File: src/verilog/exec_pkg.sv
package exec_pkg;

    // data and field widths
    localparam int xlen       = 32;
    localparam int exe_fun_w  = 5;
    localparam int mem_wen_w  = 4;
    localparam int wb_sel_w   = 4;
    localparam int reg_addr_w = 5;

    // divider iterations, one quotient bit per step
    localparam int div_cycles = xlen;
    localparam int div_cnt_w  = $clog2(div_cycles);

    // no operation
    localparam logic [exe_fun_w-1:0] alu_x     = 5'd0;

    // single-cycle integer operations
    localparam logic [exe_fun_w-1:0] alu_add   = 5'd1;
    localparam logic [exe_fun_w-1:0] alu_sub   = 5'd2;
    localparam logic [exe_fun_w-1:0] alu_and   = 5'd3;
    localparam logic [exe_fun_w-1:0] alu_or    = 5'd4;
    localparam logic [exe_fun_w-1:0] alu_xor   = 5'd5;
    localparam logic [exe_fun_w-1:0] alu_sll   = 5'd6;
    localparam logic [exe_fun_w-1:0] alu_srl   = 5'd7;
    localparam logic [exe_fun_w-1:0] alu_sra   = 5'd8;
    localparam logic [exe_fun_w-1:0] alu_slt   = 5'd9;
    localparam logic [exe_fun_w-1:0] alu_sltu  = 5'd10;

    // branch compares
    localparam logic [exe_fun_w-1:0] br_beq    = 5'd11;
    localparam logic [exe_fun_w-1:0] br_bne    = 5'd12;
    localparam logic [exe_fun_w-1:0] br_blt    = 5'd13;
    localparam logic [exe_fun_w-1:0] br_bge    = 5'd14;
    localparam logic [exe_fun_w-1:0] br_bltu   = 5'd15;
    localparam logic [exe_fun_w-1:0] br_bgeu   = 5'd16;

    // jump and copy
    localparam logic [exe_fun_w-1:0] alu_jalr  = 5'd17;
    localparam logic [exe_fun_w-1:0] alu_copy1 = 5'd18;

    // rv32m divide and remainder, multi-cycle
    localparam logic [exe_fun_w-1:0] alu_div   = 5'd19;
    localparam logic [exe_fun_w-1:0] alu_divu  = 5'd20;
    localparam logic [exe_fun_w-1:0] alu_rem   = 5'd21;
    localparam logic [exe_fun_w-1:0] alu_remu  = 5'd22;

    // inactive control field values
    localparam logic [mem_wen_w-1:0] men_x     = 4'd0;
    localparam logic [wb_sel_w-1:0]  wb_x      = 4'd0;

endpackage
File: src/verilog/execute_stage.sv
`timescale 1ns/1ps

module execute_stage (
    input  logic                              clk,
    input  logic                              rst_n,
    input  logic                              flush,
    input  logic                              stall_in,

    input  logic [exec_pkg::xlen-1:0]         pc,
    input  logic [exec_pkg::exe_fun_w-1:0]    exe_fun,
    input  logic [exec_pkg::xlen-1:0]         op1_data,
    input  logic [exec_pkg::xlen-1:0]         op2_data,
    input  logic [exec_pkg::xlen-1:0]         rs2_data,
    input  logic [exec_pkg::xlen-1:0]         imm_b_sext,
    input  logic [exec_pkg::mem_wen_w-1:0]    mem_wen,
    input  logic                              rf_wen,
    input  logic [exec_pkg::wb_sel_w-1:0]     wb_sel,
    input  logic [exec_pkg::reg_addr_w-1:0]   wb_addr,
    input  logic                              jmp_flg,

    output logic [exec_pkg::xlen-1:0]         alu_out,
    output logic                              br_flg,
    output logic [exec_pkg::xlen-1:0]         br_target,
    output logic                              stall_out,

    output logic [exec_pkg::xlen-1:0]         pc_out,
    output logic [exec_pkg::xlen-1:0]         rs2_data_out,
    output logic [exec_pkg::mem_wen_w-1:0]    mem_wen_out,
    output logic                              rf_wen_out,
    output logic [exec_pkg::wb_sel_w-1:0]     wb_sel_out,
    output logic [exec_pkg::reg_addr_w-1:0]   wb_addr_out,
    output logic                              jmp_flg_out
);

    // saved copy of the operation
    logic [exec_pkg::xlen-1:0]       save_pc;
    logic [exec_pkg::exe_fun_w-1:0]  save_exe_fun;
    logic [exec_pkg::xlen-1:0]       save_op1;
    logic [exec_pkg::xlen-1:0]       save_op2;
    logic [exec_pkg::xlen-1:0]       save_rs2;
    logic [exec_pkg::xlen-1:0]       save_imm_b;
    logic [exec_pkg::mem_wen_w-1:0]  save_mem_wen;
    logic                            save_rf_wen;
    logic [exec_pkg::wb_sel_w-1:0]   save_wb_sel;
    logic [exec_pkg::reg_addr_w-1:0] save_wb_addr;
    logic                            save_jmp_flg;

    // operation being computed this cycle
    logic                            use_saved;
    logic [exec_pkg::xlen-1:0]       cur_pc;
    logic [exec_pkg::exe_fun_w-1:0]  cur_exe_fun;
    logic [exec_pkg::xlen-1:0]       cur_op1;
    logic [exec_pkg::xlen-1:0]       cur_op2;
    logic [exec_pkg::xlen-1:0]       cur_rs2;
    logic [exec_pkg::xlen-1:0]       cur_imm_b;
    logic [exec_pkg::mem_wen_w-1:0]  cur_mem_wen;
    logic                            cur_rf_wen;
    logic [exec_pkg::wb_sel_w-1:0]   cur_wb_sel;
    logic [exec_pkg::reg_addr_w-1:0] cur_wb_addr;
    logic                            cur_jmp_flg;

    logic [exec_pkg::xlen-1:0]       alu_result;
    logic                            alu_br_taken;
    logic                            cur_is_div;
    logic                            cur_is_rem;
    logic                            cur_is_signed;

    logic                            div_start;
    logic                            div_ready;
    logic                            div_valid;
    logic [exec_pkg::xlen-1:0]       div_quotient;
    logic [exec_pkg::xlen-1:0]       div_remainder;
    logic [exec_pkg::xlen-1:0]       div_result;

    logic                            calc_started;
    logic                            calc_done;
    logic [exec_pkg::xlen-1:0]       calc_result;
    logic [exec_pkg::xlen-1:0]       next_alu_out;

    assign cur_pc      = use_saved ? save_pc      : pc;
    assign cur_exe_fun = use_saved ? save_exe_fun : exe_fun;
    assign cur_op1     = use_saved ? save_op1     : op1_data;
    assign cur_op2     = use_saved ? save_op2     : op2_data;
    assign cur_rs2     = use_saved ? save_rs2     : rs2_data;
    assign cur_imm_b   = use_saved ? save_imm_b   : imm_b_sext;
    assign cur_mem_wen = use_saved ? save_mem_wen : mem_wen;
    assign cur_rf_wen  = use_saved ? save_rf_wen  : rf_wen;
    assign cur_wb_sel  = use_saved ? save_wb_sel  : wb_sel;
    assign cur_wb_addr = use_saved ? save_wb_addr : wb_addr;
    assign cur_jmp_flg = use_saved ? save_jmp_flg : jmp_flg;

    alu_unit i_alu (
        .exe_fun  (cur_exe_fun),
        .op1      (cur_op1),
        .op2      (cur_op2),
        .result   (alu_result),
        .br_taken (alu_br_taken),
        .is_div   (cur_is_div)
    );

    assign cur_is_rem    = (cur_exe_fun == exec_pkg::alu_rem) ||
                           (cur_exe_fun == exec_pkg::alu_remu);
    assign cur_is_signed = (cur_exe_fun == exec_pkg::alu_div) ||
                           (cur_exe_fun == exec_pkg::alu_rem);

    // new division, nothing running for it yet
    assign div_start = cur_is_div & ~calc_started & ~calc_done & div_ready;

    div_unit i_div (
        .clk       (clk),
        .rst_n     (rst_n),
        .start     (div_start),
        .kill      (flush),
        .is_signed (cur_is_signed),
        .dividend  (cur_op1),
        .divisor   (cur_op2),
        .ready     (div_ready),
        .valid     (div_valid),
        .quotient  (div_quotient),
        .remainder (div_remainder)
    );

    assign div_result = cur_is_rem ? div_remainder : div_quotient;

    // stall until the divider reports, or a result is already held
    assign stall_out = cur_is_div & ~calc_done & ~(calc_started & div_valid);

    assign next_alu_out = !cur_is_div ? alu_result :
                          calc_done   ? calc_result : div_result;

    always_ff @(posedge clk) begin
        if (!rst_n || flush) begin
            use_saved    <= 1'b0;
            calc_started <= 1'b0;
            calc_done    <= 1'b0;
        end else begin
            use_saved <= stall_out | stall_in;
            if (div_start) begin
                calc_started <= 1'b1;
            end else if (calc_started && div_valid) begin
                calc_started <= 1'b0;
                // memory stage still busy, keep the result around
                calc_done    <= stall_in;
            end else if (!stall_in && !stall_out) begin
                calc_done <= 1'b0;
            end
        end
    end

    always_ff @(posedge clk) begin
        if (calc_started && div_valid) begin
            calc_result <= div_result;
        end
    end

    always_ff @(posedge clk) begin
        if (!rst_n || flush) begin
            save_exe_fun <= exec_pkg::alu_x;
            save_mem_wen <= exec_pkg::men_x;
            save_rf_wen  <= 1'b0;
            save_jmp_flg <= 1'b0;
        end else begin
            save_exe_fun <= cur_exe_fun;
            save_mem_wen <= cur_mem_wen;
            save_rf_wen  <= cur_rf_wen;
            save_jmp_flg <= cur_jmp_flg;
        end
    end

    always_ff @(posedge clk) begin
        save_pc      <= cur_pc;
        save_op1     <= cur_op1;
        save_op2     <= cur_op2;
        save_rs2     <= cur_rs2;
        save_imm_b   <= cur_imm_b;
        save_wb_sel  <= cur_wb_sel;
        save_wb_addr <= cur_wb_addr;
    end

    always_ff @(posedge clk) begin
        if (!rst_n || flush) begin
            alu_out      <= '0;
            br_flg       <= 1'b0;
            br_target    <= '0;
            pc_out       <= '0;
            rs2_data_out <= '0;
            mem_wen_out  <= exec_pkg::men_x;
            rf_wen_out   <= 1'b0;
            wb_sel_out   <= exec_pkg::wb_x;
            wb_addr_out  <= '0;
            jmp_flg_out  <= 1'b0;
        end else begin
            alu_out      <= next_alu_out;
            br_flg       <= alu_br_taken;
            br_target    <= cur_pc + cur_imm_b;
            pc_out       <= cur_pc;
            rs2_data_out <= cur_rs2;
            mem_wen_out  <= cur_mem_wen;
            rf_wen_out   <= cur_rf_wen;
            wb_sel_out   <= cur_wb_sel;
            wb_addr_out  <= cur_wb_addr;
            jmp_flg_out  <= cur_jmp_flg;
        end
    end

endmodule

File: src/verilog/div_unit.sv
`timescale 1ns/1ps

module div_unit (
    input  logic                      clk,
    input  logic                      rst_n,
    input  logic                      start,
    input  logic                      kill,
    input  logic                      is_signed,
    input  logic [exec_pkg::xlen-1:0] dividend,
    input  logic [exec_pkg::xlen-1:0] divisor,
    output logic                      ready,
    output logic                      valid,
    output logic [exec_pkg::xlen-1:0] quotient,
    output logic [exec_pkg::xlen-1:0] remainder
);

    logic                           busy;
    logic [exec_pkg::div_cnt_w-1:0] step_cnt;
    logic                           last_step;

    // iteration state
    logic [exec_pkg::xlen-1:0]      part_rem;
    logic [exec_pkg::xlen-1:0]      quo_shift;
    logic [exec_pkg::xlen-1:0]      dvs_mag;
    logic [exec_pkg::xlen-1:0]      dvd_orig;
    logic                           neg_quo;
    logic                           neg_rem;
    logic                           dvs_zero;

    logic                           dvd_neg;
    logic                           dvs_neg;
    logic [exec_pkg::xlen-1:0]      dvd_abs;
    logic [exec_pkg::xlen-1:0]      dvs_abs;

    logic [exec_pkg::xlen:0]        trial;
    logic [exec_pkg::xlen:0]        diff;
    logic [exec_pkg::xlen-1:0]      next_rem;
    logic [exec_pkg::xlen-1:0]      next_quo;

    // magnitudes of the operands
    assign dvd_neg = is_signed & dividend[exec_pkg::xlen-1];
    assign dvs_neg = is_signed & divisor[exec_pkg::xlen-1];
    assign dvd_abs = dvd_neg ? -dividend : dividend;
    assign dvs_abs = dvs_neg ? -divisor : divisor;

    // one restoring step: shift in the next dividend bit, try a subtract
    assign trial    = {part_rem, quo_shift[exec_pkg::xlen-1]};
    assign diff     = trial - {1'b0, dvs_mag};
    assign next_rem = diff[exec_pkg::xlen] ? trial[exec_pkg::xlen-1:0]
                                           : diff[exec_pkg::xlen-1:0];
    assign next_quo = {quo_shift[exec_pkg::xlen-2:0], ~diff[exec_pkg::xlen]};

    assign last_step = (step_cnt == exec_pkg::div_cnt_w'(exec_pkg::div_cycles - 1));
    assign ready     = ~busy;

    always_ff @(posedge clk) begin
        if (!rst_n || kill) begin
            busy     <= 1'b0;
            valid    <= 1'b0;
            step_cnt <= '0;
        end else begin
            valid <= 1'b0;
            if (start && !busy) begin
                busy     <= 1'b1;
                step_cnt <= '0;
            end else if (busy) begin
                step_cnt <= step_cnt + 1'b1;
                if (last_step) begin
                    busy  <= 1'b0;
                    valid <= 1'b1;
                end
            end
        end
    end

    always_ff @(posedge clk) begin
        if (start && !busy) begin
            part_rem  <= '0;
            quo_shift <= dvd_abs;
            dvs_mag   <= dvs_abs;
            dvd_orig  <= dividend;
            neg_quo   <= dvd_neg ^ dvs_neg;
            // remainder follows the dividend sign
            neg_rem   <= dvd_neg;
            dvs_zero  <= (divisor == '0);
        end else if (busy && !kill) begin
            part_rem  <= next_rem;
            quo_shift <= next_quo;
            if (last_step) begin
                if (dvs_zero) begin
                    quotient  <= '1;
                    remainder <= dvd_orig;
                end else begin
                    // min / -1 lands here too: both signs negative, so the
                    // magnitude quotient 0x80000000 passes unchanged, rem is 0
                    quotient  <= neg_quo ? -next_quo : next_quo;
                    remainder <= neg_rem ? -next_rem : next_rem;
                end
            end
        end
    end

endmodule

File: src/verilog/alu_unit.sv
`timescale 1ns/1ps

module alu_unit (
    input  logic [exec_pkg::exe_fun_w-1:0] exe_fun,
    input  logic [exec_pkg::xlen-1:0]      op1,
    input  logic [exec_pkg::xlen-1:0]      op2,
    output logic [exec_pkg::xlen-1:0]      result,
    output logic                           br_taken,
    output logic                           is_div
);

    logic [$clog2(exec_pkg::xlen)-1:0] shamt;
    logic [exec_pkg::xlen-1:0]         sum;
    logic                              equal;
    logic                              less_s;
    logic                              less_u;

    assign shamt  = op2[$clog2(exec_pkg::xlen)-1:0];
    assign sum    = op1 + op2;
    assign equal  = (op1 == op2);
    assign less_s = ($signed(op1) < $signed(op2));
    assign less_u = (op1 < op2);

    always_comb begin
        case (exe_fun)
            exec_pkg::alu_add:   result = sum;
            exec_pkg::alu_sub:   result = op1 - op2;
            exec_pkg::alu_and:   result = op1 & op2;
            exec_pkg::alu_or:    result = op1 | op2;
            exec_pkg::alu_xor:   result = op1 ^ op2;
            exec_pkg::alu_sll:   result = op1 << shamt;
            exec_pkg::alu_srl:   result = op1 >> shamt;
            exec_pkg::alu_sra:   result = $signed(op1) >>> shamt;
            exec_pkg::alu_slt:   result = {{(exec_pkg::xlen-1){1'b0}}, less_s};
            exec_pkg::alu_sltu:  result = {{(exec_pkg::xlen-1){1'b0}}, less_u};
            // jalr target drops bit 0
            exec_pkg::alu_jalr:  result = {sum[exec_pkg::xlen-1:1], 1'b0};
            exec_pkg::alu_copy1: result = op1;
            default:             result = '0;
        endcase
    end

    always_comb begin
        case (exe_fun)
            exec_pkg::br_beq:  br_taken = equal;
            exec_pkg::br_bne:  br_taken = ~equal;
            exec_pkg::br_blt:  br_taken = less_s;
            exec_pkg::br_bge:  br_taken = ~less_s;
            exec_pkg::br_bltu: br_taken = less_u;
            exec_pkg::br_bgeu: br_taken = ~less_u;
            default:           br_taken = 1'b0;
        endcase
    end

    // divide and remainder go to the divider instead
    assign is_div = (exe_fun == exec_pkg::alu_div)  ||
                    (exe_fun == exec_pkg::alu_divu) ||
                    (exe_fun == exec_pkg::alu_rem)  ||
                    (exe_fun == exec_pkg::alu_remu);

endmodule

File: config.mk
export PLATFORM = sky130hd
export DESIGN_NAME = execute_stage
export DESIGN_NICKNAME = d
export VERILOG_FILES = /design/src/verilog/exec_pkg.sv /design/src/verilog/execute_stage.sv /design/src/verilog/div_unit.sv /design/src/verilog/alu_unit.sv
export SDC_FILE = /design/constraint.sdc
export NUM_CORES = 2
export LEC_CHECK = 0
export BUFFER_PORTS_ARGS = -buffer_cell sky130_fd_sc_hd__buf_2
export CAP_MARGIN = 5
export CELL_PAD_IN_SITES_DETAIL_PLACEMENT = 0
export CELL_PAD_IN_SITES_GLOBAL_PLACEMENT = 1
export CORE_ASPECT_RATIO = 1.1
export CORE_UTILIZATION = 45
export DETAILED_ROUTE_END_ITERATION = 6
export PLACE_DENSITY_LB_ADDON = 0.1
export SLEW_MARGIN = 20
export SYNTH_ARGS = -nofsm -noshare
export SYNTH_HDL_FRONTEND = slang
export SYNTH_SLANG_ARGS = --single-unit
File: constraint.sdc
create_clock -name clk -period 7.9 [get_ports clk]
set_clock_uncertainty 0.05 [all_clocks]
set_input_delay 0.79 -clock clk [delete_from_list [all_inputs] [get_ports clk]]
set_output_delay 0.79 -clock clk [all_outputs]
set_load 0.005 [all_outputs]
==> results.cfg <==
[run_status]
status = complete, but fails checks
violations = design-rule violations

[timing]
final.setup.tns_ps = 0
hold_violations = 0
fmax_mhz = 167
min_period_ps = 5980
final_max_slew_viol_count = 0
rsz0062_at_grt = no
finalSetupViolCount = 0
slew_headroom_pct = 17.2
tightest_slew_ps = 1210
period_share_pct = 75.7

[clocking]
cts_root_buffer = clkbuf_16
clkTransAtPathRegs_ps = 60
cts-hold-fix-buffers = 0
postCtsSetupBuffers = 0
clockBufferDepth = 3
htreeDepth = 2
numCtsBuffers = 59
post_cts_resized = 0
cts_sinks = 555
cts_tree = built
clk-insertion-delay-late_ps = 650

[routing]
first_iter_violations = 2779
dr.max_layer_used = met5
final_antenna_net_count = 0
drc = 2
firstDrtPassIters = 7
vias = 29800
met1_length_um = 52200
drt-total-wl_um = 130000
vias_per_cell = 6.04
wire_per_inst_um = 26.3
met3WireLength_um = 9830
wl_met2_um = 60000

[synth]
synth.area.top_cells = dfxtp_1 (22%), edfxtp_1 (18%), ha_1 (6.2%)
synth-edff-count = 195
yosys.area_share.adder_pct = 6.48
synth.top_cell.area_share_pct = 21.7
ys_ff_latch = 555
synth_compound_area_share_pct = 19.9
ys_types = 101
synth_area_per_cell_um2 = 9.02
async_flop_share_pct = 0
synth_flop_cell = dfxtp_1
syn_area_um2 = 33300
yosys.area_share.simple_pct = 15.5
synth_top_family_by_area = compound AO/OA/AOI/OAI gates
synthMuxAreaShare_pct = 9.73
synth_xor_area_share_pct = 4.71
syn-instance-count = 3689
synth_nets = 4043
yosysWarnings = 0
ys_seq_area_share_pct = 39.3
synth_top_area_cell = dfxtp_1

[setup_path]
rr_worst_depth = 14
crit_fanout = 40
worstPathArrival_ps = 6490
cp-start-kind = flop
crit_required_ps = 8410
critical_path_class = flop to flop
crit_path_end_kind = flop

[power_and_ir_drop]
power_density_nw_per_um2 = 210
peakVddDrop_mv = 0.189
cellLeakagePower_nw = 15.4

[floorplanning]
die-width_um = 261
row_count = 104
die-area_um2 = 75000
die_y_um = 287
ioPinCount = 329
core_area_um2 = 73100
initial_core_util_pct = 45.5

[hold_path]
min_path_cells = 3
worst_hold_path_type = input pin to flop

[final_layout]
layout-drive-gt1-share_pct = 17.9
area_growth_pct = 14.1
diodes = 0
fillers = 7049
stdcell_count = 4934
nets = 4283

[place]
place_inst = 4821
place.gp.congestion = 1.01
hpwl_um = 97600
io_buffers = 328

[run]
cap_violations = 0

[grt]
grt_pass1_vias = 28700
grt_pass1_wl_um = 188000
grt_max_degree = 77
grt_overflow_total = 0
antenna_found_initial = 6
grt_usage_pct = 33.8
## kinds of logic after synthesis
logic type               after synthesis
flip-flops                           555
adder cells (fa/ha/maj)              170
XOR/XNOR                             179
buffers and inverters                359
AND/OR/NAND/NOR                     1101
AO/OA/AOI/OAI                       1022
multiplexers                         303
## layout by cell type (no fill, tap or decap), types with 129 or more instances in the layout
master,count
dfxtp_1,358
nand2_1,351
nor2_1,307
xnor2_1,129
a21oi_1,260
ha_1,166
buf_2,328
edfxtp_1,195
o21ai_0,261
mux2_2,158
inv_1,143
mux2i_1,138
## worst max-delay path, cell delays in order, from the launching register on
cell and delay, ps:
dfxtp_4 800, buf_4 670, mux2i_1 550, ha_1 450, nor3_1 410, nor2b_1 240, nor4_1 110, o41ai_1 570
a21oi_1 270, o21a_1 280, o21ai_0 600, a21oi_1 170, o21ai_0 220, mux2_2 350, a31oi_1 150
## power by group
group	switching [W]	total, W	internal (W)
combinational	0.00114	0.00174	0.000605
sequential	0.0000617	0.00318	0.00311
clock	0.00125	0.00305	0.00180
## per-layer routing
layer	vias up	GRT usage, %
met2	1282	55.0
met5	-	0
met4	4	18.0
met1	14300	42.2
li1	13900	-
met3	314	6.31
## worst paths after layout
| kind | start | end | slack, ps |
|---|---|---|---|
| worst min register to register | save_rs2[7]$_DFF_P_ | save_rs2[7]$_DFF_P_ | 420 |
| worst max register to register | use_saved$_SDFF_PP0_ | br_flg$_SDFF_PP0_ | 1920 |
| worst max-delay path | use_saved$_SDFF_PP0_ | br_flg$_SDFF_PP0_ | 1920 |
| worst min-delay path | jmp_flg | jmp_flg_out$_SDFFE_PP0N_ | 330 |
## area by class of cell
class                   count  area [um^2]  share of cell area, %
flip-flops and latches    555        13100                   34.4
inverters                 151          569                   1.50
repair buffers            387         2100                   5.54
well taps                 954         1190                   3.14
clock buffers              73         1630                   4.29
multi-input cells        2775        18900                   49.8
clock inverters            39          507                   1.33
## cell usage after synthesis (all sizes together), types with 50 or more instances
library cell	count
xor2	50
o21ai	269
o211ai	54
clkbuf	138
mux2i	145
inv	149
and2	89
a21o	53
nor2	309
nand2	352
edfxtp	195
xnor2	129
nand2b	53
dfxtp	360
nor3	68
a21oi	264
nand3	79
ha	166
buf	70
mux2	158
## metrics by stage
step	worst slack, ps	utilization [%]	hold WS (ps)	power (W)	area, um^2
floorplan	2600	-	393	0.00431	33300
global placement	2090	49.0	399	0.00493	35800
detailed placement	2020	49.0	403	0.00492	35800
CTS	2030	51.9	299	0.00796	37900
global route	1570	51.9	307	0.00824	38000
finish	1920	51.9	328	0.00796	38000
Note: power is estimated with default switching activity, not from simulation.
